### config.mk
export PLATFORM = sky130hd
export DESIGN_NAME = signature_player
export DESIGN_NICKNAME = d
export VERILOG_FILES = /design/src/hw/cpu_pkg.sv /design/src/hw/signature_player.sv
export SDC_FILE = /design/constraint.sdc
export NUM_CORES = 1
export LEC_CHECK = 0
export BUFFER_PORTS_ARGS = -buffer_cell sky130_fd_sc_hd__buf_4
export CAP_MARGIN = 20
export CELL_PAD_IN_SITES_DETAIL_PLACEMENT = 0
export CELL_PAD_IN_SITES_GLOBAL_PLACEMENT = 1
export CORE_UTILIZATION = 30
export DETAILED_ROUTE_END_ITERATION = 8
export PLACE_DENSITY = 0.7
export RECOVER_POWER = 25
export SLEW_MARGIN = 20
export SYNTH_ARGS = -nofsm -noshare
export SYNTH_HDL_FRONTEND = slang
export SYNTH_SLANG_ARGS = --single-unit
export TNS_END_PERCENT = 5
### constraint.sdc
create_clock -name clk_i -period 1.21 [get_ports clk_i]
set_input_delay 0.242 -clock clk_i [delete_from_list [all_inputs] [get_ports clk_i]]
set_output_delay 0.242 -clock clk_i [all_outputs]
set_load 0.02 [all_outputs]
### src/hw/cpu_pkg.sv
package cpu_pkg;

    localparam int XLEN       = 32;
    localparam int NUM_WORDS  = 32;
    localparam int IMEM_WORDS = 64;
    localparam int IMEM_AW    = $clog2(IMEM_WORDS);   // fetch word index width

    typedef logic [XLEN-1:0] word_t;
    typedef logic [7:0]      byte_t;
    typedef logic [4:0]      reg_addr_t;
    typedef logic [1:0]      lane_t;
    typedef logic [2:0]      pattern_t;

    // loader and signature codes on the byte input
    localparam byte_t LOAD_START  = 8'hFE;
    localparam byte_t LOAD_RUN    = 8'hFF;
    localparam byte_t SIG_TRIGGER = 8'hAA;

    localparam logic [6:0] OP_IMM    = 7'b0010011;
    localparam logic [6:0] OP_REG    = 7'b0110011;
    localparam logic [6:0] OP_LOAD   = 7'b0000011;
    localparam logic [6:0] OP_STORE  = 7'b0100011;
    localparam logic [6:0] OP_BRANCH = 7'b1100011;

    localparam byte_t SIG_PATTERN_0 = 8'h0D;
    localparam byte_t SIG_PATTERN_1 = 8'h36;
    localparam byte_t SIG_PATTERN_2 = 8'h9A;

    typedef enum logic [1:0] {ALU_ADD, ALU_SUB, ALU_AND, ALU_OR} alu_op_t;

    typedef enum logic [2:0] {
        CORE_IDLE, CORE_FETCH, CORE_DECODE, CORE_EXECUTE, CORE_MEMORY, CORE_WRITEBACK
    } core_state_t;

    typedef enum logic [1:0] {LD_WAIT_START, LD_LOADING, LD_RUNNING} loader_state_t;

    typedef struct packed {
        logic               we;
        logic [IMEM_AW-1:0] idx;
        word_t              data;
    } imem_wr_t;

    typedef struct packed {
        alu_op_t alu_op;
        logic    imm_sel;     // second operand is the immediate
        logic    store_imm;   // S-type immediate instead of I-type
        logic    reg_write;
        logic    mem_read;
        logic    mem_write;
    } exec_ctrl_t;

endpackage

### src/hw/signature_player.sv
module signature_player import cpu_pkg::*; (
    input  logic     clk_i,
    input  logic     reset,
    input  byte_t    instr_i,
    input  logic     loading_i,
    output pattern_t sig_o
);

    logic       armed;       // trigger seen, playback starts next cycle
    logic       play;
    logic [2:0] bit_cnt;
    logic [2:0] bit_sel;

    assign bit_sel = 3'd7 - bit_cnt;           // msb first

    always_ff @(posedge clk_i or posedge reset) begin
        if (reset) begin
            armed   <= 1'b0;
            play    <= 1'b0;
            bit_cnt <= 3'd0;
            sig_o   <= '0;
        end else begin
            armed <= (instr_i == SIG_TRIGGER) && !loading_i && !armed && !play;
            if (armed) begin
                play    <= 1'b1;
                bit_cnt <= 3'd0;
            end else if (play) begin
                bit_cnt <= bit_cnt + 3'd1;
                if (bit_cnt == 3'd7) play <= 1'b0;
            end
            if (play) begin
                sig_o <= {SIG_PATTERN_2[bit_sel], SIG_PATTERN_1[bit_sel], SIG_PATTERN_0[bit_sel]};
            end else begin
                sig_o <= '0;
            end
        end
    end

endmodule

[Yosys cells after proc, flatten, opt, wreduce, memory -nomap -nowiden]
Memory sizes are Yosys's and may differ from the RTL's.
Index checks and enable logic that the tools add are counted.
Word-level totals
  bits in registers: 8
  output and inout port bits: 3
  input port bits: 11
  memories: 3
  ROM bits: 24
  word-level logic and storage cells: 28
Memory list
  (name not given): words 8, bits a word 1, rd ports 1, clocked after memory_dff 0, wr ports 0, RTL line signature_player.sv:32  | sig_o <= {SIG_PATTERN_2[bit_sel], SIG_PATTERN_1[bit_sel], SIG_PATTERN_0[bit_sel]};
  (name not given): words 8, bits a word 1, rd ports 1, clocked after memory_dff 0, wr ports 0, RTL line signature_player.sv:32
  (name not given): words 8, bits a word 1, rd ports 1, clocked after memory_dff 0, wr ports 0, RTL line signature_player.sv:32
Operators by class
  mux-type cells: 9
  add/sub/neg operators: 2
  equality and inequality tests: 2
  reduce and logical (&&, ||, !) cells: 7
  magnitude comparators: 1
Operators with widths (count)
  2-to-1 mux 3 bit: 3
  equality test 8 bit, second input constant: 1
  2-to-1 mux 1 bit: 6
  less-than comparator 3 x 4 -> 1 bit, second input constant: 1
  adder 3 x 1 -> 3 bit, second input constant: 1
  equality test 3 bit, second input constant: 1
  logical AND 1 bit: 3
  zero test 1 bit: 3
  subtractor 3 bit, first input constant: 1
  nonzero test 2 bit: 1

[Logic depth before layout (Yosys ltp)]
  word-level depth: 4
  gate-level depth with buffers: 4
  depth with buffers taken out: 4

[Worst setup path after synthesis]
OpenSTA, ideal clock, no wires.
  kind: register to register
  start point: reg play
  end point: reg armed
  path buffers: 1
  slack: -0.010 ns
  cell stages (with the launch flop): 4
  data required time: 1.130 ns
  setup time: 0.080 ns
  clock period less this slack: 1.220 ns
  data arrival time: 1.140 ns
  path through: dfrtp_1 > buf_6 > or4_4 > nor3_2
On the way
  longest elaborated chain between the ends: 2
RTL lines
  start, declared: RTL line signature_player.sv:10  | logic play;
  start signal, assigned: RTL line signature_player.sv:19  | play <= 1'b0;
  start signal, assigned: RTL line signature_player.sv:25  | play <= 1'b1;
  start signal, assigned: RTL line signature_player.sv:29  | if (bit_cnt == 3'd7) play <= 1'b0;
  zero test 1 bit: RTL line signature_player.sv:23  | armed <= (instr_i == SIG_TRIGGER) && !loading_i && !armed && !play;
  logical AND 1 bit: RTL line signature_player.sv:23
  end signal, assigned: RTL line signature_player.sv:23
  end, declared: RTL line signature_player.sv:9  | logic armed;
No other way between the ends.
A chain may end at the register's enable or synchronous reset.

[Final worst setup path]
  start point: reg bit_cnt[1]
  end point: reg bit_cnt[2]
On the way
  longest elaborated chain between the ends: 3
RTL lines
  start, declared: RTL line signature_player.sv:11  | logic [2:0] bit_cnt;
  start signal, assigned: RTL line signature_player.sv:28  | bit_cnt <= bit_cnt + 3'd1;
  adder 3 x 1 -> 3 bit: RTL line signature_player.sv:28
  2-to-1 mux 3 bit: RTL line signature_player.sv:27  | end else if (play) begin
  2-to-1 mux 3 bit: RTL line signature_player.sv:24  | if (armed) begin
No other way between the ends. The select of a mux whose other input is x is not followed.

==> out/results.txt <==
status -> completed
Clock Path Buffers -> 2
Avg Cell Area, Syn -> 11.7 um2
number of antenna violations at the first check in global routing -> 0
count of unique library cells instantiated by Yosys -> 17
Pre-Repair DR Iteration Count -> 4
Core Util, Final -> 0.478
Slew @ Worst Pin -> 0.301 ns
RSZ-0062 raised after global routing -> yes
Final WS setup -> 0.0500 ns
Final Instance Area -> 559 um2
CP Data Arrival Time -> 1.30 ns
Power Dens Cells -> 1650 mW/mm2
Placement Setup Slack -> 0.0180 ns
worst reg2reg path depth -> 4
Post-synth EDFFs -> 0
number of H-tree levels -> 1
DP Area -> 517 um2
max-cap violation count -> 0
crit-path max FO -> 4
Synth Area in Compound Gates -> 0.0881
final slew viol count -> 0
Switch Pwr -> 296 uW
# rows -> 12
commonest non-fill, non-tap cell in the layout -> buf_4
Synth Area in XOR/XNOR -> 0.0220
CP Class -> flip-flop to flip-flop
DRT Wirelength -> 690 um
CTS tree -> built
Seq cells post-synth -> 8
ys async rst share -> 1.00
Layout Skew -> 0.000561 ns
Worst EP required -> 1.35 ns
fraction of layout instances using a drive strength above 1 -> 0.453
Int Pwr -> 627 uW
cell depth of the worst min-delay path -> 3
FF-to-FF setup slack -> 0.05 ns
Logic pwr share -> 0.346
Via Count -> 309
antenna diode count -> 0
violation count after the first detailed-routing iteration -> 2
DRC Markers -> 0
Starting Density -> 0.340
Post-Synth Simple-Gate Area -> 0.211
total grt overflow -> 0
VDD IR-drop max -> 0.731 mV
Final ANT Viol Nets -> 0
GP Congestion -> 0.761
area of the die -> 0.00148 mm2
post-synthesis mux area share -> 0.0252
# setup viols final -> 0
R2R Path End -> bit_cnt[2]$_DFFE_PP0P_
Net Sw Frac -> 0.321
Reg clk slew, reported paths -> 0.05 ns
vias in the first global route -> 303
Area Growth Syn to Fin -> 40.6%
largest net degree at the start of global routing -> 9
crit path capture type -> flip-flop
worst hold endpoint -> armed$_DFF_PP0_
Final nets -> 69
Synth Flop Type -> dfrtp_1
Tcrit/Tclk final -> 0.959
Tightest Hold Check Type -> primary input to flip-flop
I/O Pins -> 14
Die W -> 38.4 um
sequential share of power -> 0.439
register area share after synthesis -> 0.503
first-pass GRT wire length -> 1210 um
clock tree sinks -> 8
Die Ht -> 38.4 um
Syn Inst Count -> 34
mapped cell area -> 398 um2
HP Start -> instr_i[2]
Core Box Area -> 0.00117 mm2
detailed placer's ending HPWL -> 547 um
synth warn -> 0
crit path launch type -> flip-flop
GR Util All Layers -> 0.124
clk_lat worst skew -> 0.25 ns
IO Port Bufs -> 13
commonest cells after routing, fill and taps aside -> buf_4, dfrtp_1, nand2b_1, clkbuf_4
wire length per cell -> 10.3 um
Final Hold Vio Count -> 0
FILL cells -> 117
Period minus WS final -> 1.16 ns
CTS Buf Count -> 3
LEAKAGE -> 0.291 nW
FF-to-FF Start -> bit_cnt[1]$_DFFE_PP0P_
Synth Area in Adders -> 0.0943
Slew HR -> 0.799
Syn Nets -> 48
clock share of power -> 0.214
largest family of logic cells by synthesized area -> simple AND/OR/NAND/NOR gates
vias per cell -> 4.61
fmax -> 0.862 GHz
root buffer cell -> clkbuf_4
logic make-up after synthesis:
logic type	after synthesis
and+or+nand+nor	13
xor gates and xnor gates	1
muxes	1
DFF	8
AOI/OAI and AO/OA	4
adders and majority gates	3
buffers and inverters	4
through the flow:
step,std cells,hold slack (ns),setup TNS (ns),power [mW]
2_1_floorplan,34,0.0577,0,0.609
3_5_place_dp,62,0.214,0,0.700
6_report,67,0.235,0,0.923
4_1_cts,66,0.235,0,0.908
5_1_grt,67,0.233,-0.00904,1.00
3_3_place_gp,62,0.208,0,0.689
worst max-delay path, cell delays in order, from the launching register on:
cell     delay, ns
dfrtp_1       0.41
ha_2          0.19
ha_1          0.27
mux2i_1       0.14
nor2_1        0.05
area by class of cell:
type	instances	area, um2	area share
timing repair buffer	17	130	0.233
multi-input combinational	22	178	0.318
clock buffer	3	22.5	0.0403
sequential	8	200	0.358
inverter	3	11.3	0.0201
tap	14	17.5	0.0313
Yosys cell counts (2+ instances only):
library cell	count	area [um2]
nor2_1	3	11.3
dfrtp_1	8	200
nand2_1	2	7.51
inv_1	3	11.3
ha_1	3	37.5
nand2b_1	4	25.0
how the worst max path moves through the flow:
stage | slack [ns] | from | endpoint
after CTS | 0.005 | bit_cnt[0]$_DFFE_PP0P_ | bit_cnt[2]$_DFFE_PP0P_
after global placement | 0.05 | bit_cnt[0]$_DFFE_PP0P_ | bit_cnt[2]$_DFFE_PP0P_
after global routing | -0.009 | bit_cnt[0]$_DFFE_PP0P_ | sig_o[1]$_DFF_PP0_
after detailed placement | 0.02 | bit_cnt[0]$_DFFE_PP0P_ | bit_cnt[2]$_DFFE_PP0P_
final | 0.05 | bit_cnt[1]$_DFFE_PP0P_ | bit_cnt[2]$_DFFE_PP0P_
after floorplan | 0.06 | play$_DFF_PP0_ | armed$_DFF_PP0_
routing by layer:
layer,vias up,track usage,routed length [um]
li1,151,-,-
met1,138,0.152,282
met2,17,0.178,330
met4,0,0.103,23
met5,-,0,0
met3,3,0.0349,54
registers in the layout, summed over array words and instances (netlist names):
register  cells
armed         1
play          1
sig_o         3
bit_cnt       3
timing repair:
item | CTS | global route
endpoints found under the hold margin | 8 | 0
gates resized for setup | 0 | 1
endpoints found under the setup margin | 0 | 2
hold buffers | 1 | 0
buffers inserted | 0 | 1
power by group through the flow:
| stage | registers [mW] | clock network (mW) | logic (mW) |
|---|---|---|---|
| 2_1_floorplan | 0.405 | 0 | 0.204 |
| 3_3_place_gp | 0.403 | 0 | 0.286 |
| 3_5_place_dp | 0.408 | 0 | 0.292 |
| 4_1_cts | 0.404 | 0.207 | 0.297 |
| 5_1_grt | 0.415 | 0.223 | 0.362 |
| 6_report | 0.405 | 0.198 | 0.319 |
Power figures use the tool's default switching activity.
