--- src/hw/cpu_pkg.sv ---
package cpu_pkg;

    localparam int XLEN       = 32;
    localparam int NUM_WORDS  = 32;
    localparam int IMEM_WORDS = 64;
    localparam int IMEM_AW    = $clog2(IMEM_WORDS);   // fetch word index width

    typedef logic [XLEN-1:0] word_t;
    typedef logic [7:0]      byte_t;
    typedef logic [4:0]      reg_addr_t;
    typedef logic [1:0]      lane_t;
    typedef logic [2:0]      pattern_t;

    // loader and signature codes on the byte input
    localparam byte_t LOAD_START  = 8'hFE;
    localparam byte_t LOAD_RUN    = 8'hFF;
    localparam byte_t SIG_TRIGGER = 8'hAA;

    localparam logic [6:0] OP_IMM    = 7'b0010011;
    localparam logic [6:0] OP_REG    = 7'b0110011;
    localparam logic [6:0] OP_LOAD   = 7'b0000011;
    localparam logic [6:0] OP_STORE  = 7'b0100011;
    localparam logic [6:0] OP_BRANCH = 7'b1100011;

    localparam byte_t SIG_PATTERN_0 = 8'h0D;
    localparam byte_t SIG_PATTERN_1 = 8'h36;
    localparam byte_t SIG_PATTERN_2 = 8'h9A;

    typedef enum logic [1:0] {ALU_ADD, ALU_SUB, ALU_AND, ALU_OR} alu_op_t;

    typedef enum logic [2:0] {
        CORE_IDLE, CORE_FETCH, CORE_DECODE, CORE_EXECUTE, CORE_MEMORY, CORE_WRITEBACK
    } core_state_t;

    typedef enum logic [1:0] {LD_WAIT_START, LD_LOADING, LD_RUNNING} loader_state_t;

    typedef struct packed {
        logic               we;
        logic [IMEM_AW-1:0] idx;
        word_t              data;
    } imem_wr_t;

    typedef struct packed {
        alu_op_t alu_op;
        logic    imm_sel;     // second operand is the immediate
        logic    store_imm;   // S-type immediate instead of I-type
        logic    reg_write;
        logic    mem_read;
        logic    mem_write;
    } exec_ctrl_t;

endpackage

--- src/hw/core_ctrl.sv ---
module core_ctrl import cpu_pkg::*; (
    input  logic               clk_i,
    input  logic               reset,
    input  logic               running_i,
    input  word_t              instr_i,
    input  logic               alu_eq_i,
    output logic [IMEM_AW-1:0] fetch_idx_o,
    output word_t              instr_o,
    output exec_ctrl_t         ctrl_o,
    output reg_addr_t          rs1_o,
    output reg_addr_t          rs2_o,
    output reg_addr_t          rd_o,
    output logic               reg_we_o,
    output logic               wb_sel_mem_o,
    output logic               mem_rd_o,
    output logic               mem_wr_o
);

    core_state_t state;
    word_t       pc;
    word_t       ir;
    word_t       br_off;
    word_t       next_pc;
    logic        is_beq;
    logic        is_mem;

    always_ff @(posedge clk_i or posedge reset) begin
        if (reset) begin
            state <= CORE_IDLE;
            pc    <= '0;
        end else begin
            case (state)
                CORE_IDLE:    if (running_i) state <= CORE_FETCH;
                CORE_FETCH:   state <= CORE_DECODE;
                CORE_DECODE:  state <= CORE_EXECUTE;
                CORE_EXECUTE: begin
                    pc    <= next_pc;
                    state <= is_mem ? CORE_MEMORY : CORE_WRITEBACK;
                end
                CORE_MEMORY:  state <= ctrl_o.mem_write ? CORE_FETCH : CORE_WRITEBACK;
                default:      state <= CORE_FETCH;
            endcase
        end
    end

    // instruction word lands from imem during decode
    always_ff @(posedge clk_i) begin
        if (state == CORE_DECODE) begin
            ir <= instr_i;
        end
    end

    always_comb begin
        ctrl_o = '{alu_op: ALU_ADD, default: 1'b0};   // unknown opcode is a no-op
        case (ir[6:0])
            OP_IMM, OP_REG: begin
                ctrl_o.imm_sel   = (ir[6:0] == OP_IMM);
                ctrl_o.reg_write = 1'b1;
                case (ir[14:12])
                    3'b000: begin
                        if (ir[6:0] == OP_REG && ir[30]) ctrl_o.alu_op = ALU_SUB;
                    end
                    3'b111:  ctrl_o.alu_op = ALU_AND;
                    3'b110:  ctrl_o.alu_op = ALU_OR;
                    default: ctrl_o.reg_write = 1'b0;
                endcase
            end
            OP_LOAD: begin
                ctrl_o.imm_sel   = 1'b1;
                ctrl_o.reg_write = 1'b1;
                ctrl_o.mem_read  = 1'b1;
            end
            OP_STORE: begin
                ctrl_o.imm_sel   = 1'b1;
                ctrl_o.store_imm = 1'b1;
                ctrl_o.mem_write = 1'b1;
            end
            default: ;
        endcase
    end

    assign is_beq  = (ir[6:0] == OP_BRANCH) && (ir[14:12] == 3'b000);
    assign is_mem  = ctrl_o.mem_read | ctrl_o.mem_write;
    assign br_off  = {{19{ir[31]}}, ir[31], ir[7], ir[30:25], ir[11:8], 1'b0};  // B-type
    assign next_pc = (is_beq && alu_eq_i) ? pc + br_off : pc + 32'd4;

    assign fetch_idx_o  = pc[IMEM_AW+1:2];
    assign instr_o      = ir;
    assign rs1_o        = ir[19:15];
    assign rs2_o        = ir[24:20];
    assign rd_o         = ir[11:7];
    assign reg_we_o     = (state == CORE_WRITEBACK) && ctrl_o.reg_write;
    assign wb_sel_mem_o = ctrl_o.mem_read;
    // read data must stay valid through writeback
    assign mem_rd_o     = ctrl_o.mem_read &&
                          (state == CORE_MEMORY || state == CORE_WRITEBACK);
    assign mem_wr_o     = (state == CORE_MEMORY) && ctrl_o.mem_write;

endmodule

--- config.mk ---
export PLATFORM = sky130hd
export DESIGN_NAME = core_ctrl
export DESIGN_NICKNAME = d
export VERILOG_FILES = /design/src/hw/cpu_pkg.sv /design/src/hw/core_ctrl.sv
export SDC_FILE = /design/constraint.sdc
export NUM_CORES = 1
export LEC_CHECK = 0
export BUFFER_PORTS_ARGS = -buffer_cell sky130_fd_sc_hd__buf_2
export CAP_MARGIN = 0
export CORE_MARGIN = 5
export CORE_UTILIZATION = 50
export DETAILED_ROUTE_END_ITERATION = 10
export PLACE_DENSITY_LB_ADDON = 0.2
export SYNTH_ARGS = -nofsm -noshare
export SYNTH_HDL_FRONTEND = slang
export SYNTH_SLANG_ARGS = --single-unit
--- constraint.sdc ---
create_clock -name clk_i -period 6.41 [get_ports clk_i]
set_input_delay 0.641 -clock clk_i [delete_from_list [all_inputs] [get_ports clk_i]]
set_output_delay 0.641 -clock clk_i [all_outputs]
set_load 0.02 [all_outputs]
Word-level counts from Yosys, hierarchy flattened
Index checks and enable logic that the tools add are counted.
- memories: 0
- latch bits: 0
- RAM bits: 0
- bits of input ports: 36
- ROM bits: 0
- output and inout port bits: 64
- register bits after elaboration: 67
- word-level logic and storage cells: 44
- add/subtract/negate cells: 2
- mux-type cells: 13
- $lt $le $gt $ge: 0
- equality and inequality tests: 13
- div/mod/pow operators: 0
- multiply operators: 0
- shift-type cells: 0
- reductions and logical operators: 12
- bitwise gates (word level): 1
- operator list (kind ; number):
    32-bit by 3-bit adder with 32-bit output, second input constant ; 1
    32-bit adder ; 1
    32-bit 2-to-1 mux ; 1
    3-bit case mux with 5 select lines ; 1
    7-bit by 6-bit == test with 1-bit output, second input constant ; 2
    3-bit == test, second input constant ; 4
    7-bit by 2-bit == test with 1-bit output, second input constant ; 1
    7-bit by 5-bit == test with 1-bit output, second input constant ; 1
    7-bit == test, second input constant ; 1
    3-bit by 2-bit == test with 1-bit output, second input constant ; 2
    1-bit logical AND ; 6
    3-bit logical NOT ; 2
    3-bit 2-to-1 mux ; 2
    2-bit case mux with 3 select lines ; 1
    1-bit 2-to-1 mux ; 5
    1-bit case mux with 2 select lines ; 2
    2-bit OR reduction ; 2
    3-bit by 1-bit == test with 1-bit output, second input constant ; 1
    3-bit OR reduction ; 1
    2-bit 2-to-1 mux ; 1
    2-bit inequality test, second input constant ; 1
    1-bit logical OR ; 1
    1-bit OR ; 1

Logic depth before layout (Yosys ltp)
- depth in word-level cells: 5
- depth in mapped cells: 9
- mapped depth without buffers: 9

Least setup slack after synthesis
No wires, ideal clock.
- kind: reg-to-reg
- from: register state[0]
- to: register ir[0] (netlist: instr_o[0]), enable pin
- data required time: 5.942 ns
- library setup time: 0.468 ns
- path buffers: 1
- cell stages (with the launch flop): 3
- period minus slack after synthesis: 3.407 ns
- path slack: 3.003 ns
- arrival time: 2.939 ns
- cell sequence: dfrtp_1 > clkbuf_1 > nor3b_1
- cells in the longest elaborated chain, start to end: 1
- RTL lines (element ; line ; RTL):
    from (decl) ; core_ctrl.sv:19 ; core_state_t state;
    from (signal assigned) ; core_ctrl.sv:38 ; state <= is_mem ? CORE_MEMORY : CORE_WRITEBACK;
    from (signal assigned) ; core_ctrl.sv:40 ; CORE_MEMORY: state <= ctrl_o.mem_write ? CORE_FETCH : CORE_WRITEBACK;
    3-bit by 2-bit == test with 1-bit output ; core_ctrl.sv:48 ; if (state == CORE_DECODE) begin
    to (signal assigned) ; core_ctrl.sv:49 ; ir <= instr_i;
    to (decl) ; core_ctrl.sv:21 ; word_t ir;
No other way between the ends.
A chain may end at the register's enable or synchronous reset.

Worst setup path in the final report
- from: register ir[2] (netlist: instr_o[2])
- to: output reg_we_o
- cells in the longest elaborated chain, start to end: 4
- elaborated cells on any way between the ends: 6
- RTL lines (element ; line ; RTL):
    7-bit by 5-bit == test with 1-bit output / 7-bit by 6-bit == test with 1-bit output (equally long branches) ; core_ctrl.sv:55 ; case (ir[6:0])
    2-bit OR reduction ; core_ctrl.sv:55 ;
    1-bit case mux with 2 select lines (*) ; core_ctrl.sv:55 ;
    1-bit logical AND (*) ; core_ctrl.sv:92 ; assign reg_we_o = (state == CORE_WRITEBACK) && ctrl_o.reg_write;
    to (decl) ; core_ctrl.sv:13 ; output logic reg_we_o,
Mark *: on every way between the ends. The rest lies on a longest branch, timed or not.

==> results.toml <==
[clock_network]
cts_tree = "built"
post_cts_buffers = 0
clock_path_buffers = 2
numCtsBuffers = 5
cts.sinks = 42
clock_latency_ns = 0.29
ctsResizeCount = 0
hold_buffers = 0
cts.root.buffer_cell = "clkbuf_8"
clk_transition_reported_paths_ns = 0.08
cts_max_level = 2

[timing]
finalMaxSlewViolations = 0
final_hold_viol_count = 0
tightest_slew_ns = 0.622
max_freq_mhz = 385
finalClockSkew_ns = 0.00824
rsz0062_at_grt = "false"
layout_min_cycle_time_ns = 2.60
relSlewSlack = 0.583
fin_crit_sh = 0.406
finalSetupViolations = 0
fin_setup_tns_ns = 0

[critical_path]
critPathRequiredTime_ns = 5.77
crit_start = "instr_o[2]$_DFFE_PP_"
critPathCaptureType = "output port"
critPathArrivalTime_ns = 1.96
ff2ff_path_depth = 9
rrSetupSlack_ns = 4.30
rr_endpoint = "pc[7]$_DFFE_PP0P_"
crit_path_start_kind = "flip-flop"
r2r_start = "instr_o[8]$_DFFE_PP_"
crit_type = "reg -> out"
crit_fanout = 6
crit_end = "reg_we_o"

[synth]
synth.net_count = 216
synthCells = 172
synth.distinct_cells = 42
syn_area_per_cell_sq_um = 12.3
synthTopCellsByCount = "edfxtp_1, buf_4, nor2_1"
ys_ff_latch = 42
synth_area_leader_cell = "edfxtp_1"
yosys_warnings = 0
synth-edff-count = 32
ys_seq_area_frac = 0.574
ys_async_sr_fraction = 0.238
post-synth-top-count-cell = "edfxtp_1"
synth_top_cell_area_share = 0.456
synth_area_sq_mm = 0.00211
synth_ff_type = "edfxtp_1"
yosys-top-cells-area = "edfxtp_1, dfrtp_1, buf_4, ha_1, a21oi_1"

[layout]
stdcell_count = 301
design_area_sq_mm = 0.00256
nets = 295
area_growth_pct = 21.6
drive_above_1_share = 0.466
diodes = 0
nFillCells = 334

[job]
max_cap_violations = 0

[floorplanning]
core_sq_mm = 0.00406
fp-row-count = 23
die_w_um = 74.9
dieArea_sq_mm = 0.00562
io_pins = 100
die_h_um = 74.9
initial_core_util = 0.520

[detailed_routing]
dr.pass1.iters = 5
final_antenna_net_count = 0
wirelength_um = 4270
drc = 0
viasPerCell = 5.04
via_count = 1516
wl_per_cell_um = 14.2
drtIter0Drc = 51

[pwr]
p_per_area_mw_per_mm2 = 411
vdd_drop_max_v = 0.000203
p_leak_nw = 1.12
finalPower_mw = 1.05

[grt]
grt_start_max_net_pins = 33
grt_pass1_wl_um = 6530
antenna_found_initial = 0
first_global_vias = 1411
grtUsageTotal = 0.155
gr-total-overflow = 0

[placement]
dp_cells = 294
port_buffers = 99
dpl_cell_area_sq_mm = 0.00248
gp_congestion = 0.786
hpwl_um = 3360

[hold_path]
hold_class = "in -> async"

[status]
status = "complete, no violations"
-- stage by stage --
stage	hold slack, ns	worst slack, ns	util
finish	0.315	3.81	0.632
global placement	0.505	4.17	0.611
CTS	0.320	3.79	0.632
detailed placement	0.511	4.11	0.611
floorplan	0.474	3.00	-
global route	0.341	3.66	0.632
-- critical path: stages, from the launching register on --
cell	delay, ns
edfxtp_1	0.39
nand4bb_4	0.25
or2_2	0.34
a311oi_1	0.32
and4b_1	0.22
buf_2	0.16
-- state kept, by name, indices dropped and copies added, names as in the netlist --
signal / cells
instr_o: 32
pc: 7
state: 3
-- per-layer routing --
metal	vias to the layer above	track usage	wire, um
li1	760	-	-
met1	693	0.189	1670
met2	61	0.250	2140
met3	2	0.0654	434
met4	0	0.0474	27
met5	-	0	0
-- cell families (layout without fill, tap and decap cells) --
kind of cell,after synthesis,after routing,share of synthesized area
AOI/OAI and AO/OA,29,29,0.0849
DFF,42,42,0.574
muxes,2,2,0.0101
adders and majority gates,8,8,0.0510
xor gates and xnor gates,4,4,0.0166
and+or+nand+nor,54,54,0.160
buffers and inverters,33,112,0.103
-- worst min path at each step --
stage,start,endpoint,slack [ns],depth (start not counted)
floorplan,state[2]$_DFFE_PP0P_,state[1]$_DFFE_PP0P_,0.47,1
global placement,pc[1]$_DFFE_PP0P_,pc[1]$_DFFE_PP0P_,0.51,1
detailed placement,pc[1]$_DFFE_PP0P_,pc[1]$_DFFE_PP0P_,0.51,1
CTS,reset,pc[4]$_DFFE_PP0P_,0.32,2
global route,reset,pc[3]$_DFFE_PP0P_,0.34,2
finish,reset,pc[5]$_DFFE_PP0P_,0.31,2
-- where the power goes --
| group | internal, mW | leakage, nW | switching [mW] |
|---|---|---|---|
| clock | 0.0743 | 0.0362 | 0.0862 |
| sequential | 0.380 | 0.409 | 0.0742 |
| combinational | 0.175 | 0.673 | 0.265 |
-- cells in the final DEF, fill, tap and decap left out, drive strengths merged, types with 2 or more instances in the layout --
master | netlist | routed
clkinvlp | 0 | 2
ha | 7 | 7
a21oi | 10 | 10
o22ai | 2 | 2
or2 | 3 | 3
dfrtp | 10 | 10
nor4 | 3 | 3
edfxtp | 32 | 32
xnor2 | 4 | 4
a21o | 2 | 2
clkbuf | 4 | 5
nor3b | 2 | 2
or3 | 2 | 2
nor2 | 13 | 13
nand4b | 3 | 3
nor3 | 2 | 2
nand3 | 7 | 7
buf | 24 | 100
a211oi | 3 | 3
nor2b | 2 | 2
o21a | 2 | 2
nand2 | 8 | 8
o21ai | 5 | 5
inv | 5 | 5
-- area by class of cell --
cell class | instances | area [sq um] | area share
inverter | 5 | 18.8 | 0.00732
tap | 50 | 62.6 | 0.0244
sequential | 42 | 1210 | 0.472
timing repair buffer | 100 | 503 | 0.196
clock inverter | 2 | 15.0 | 0.00586
multi-input combinational | 97 | 684 | 0.267
clock buffer | 5 | 68.8 | 0.0268
Power figures use the tool's default switching activity.
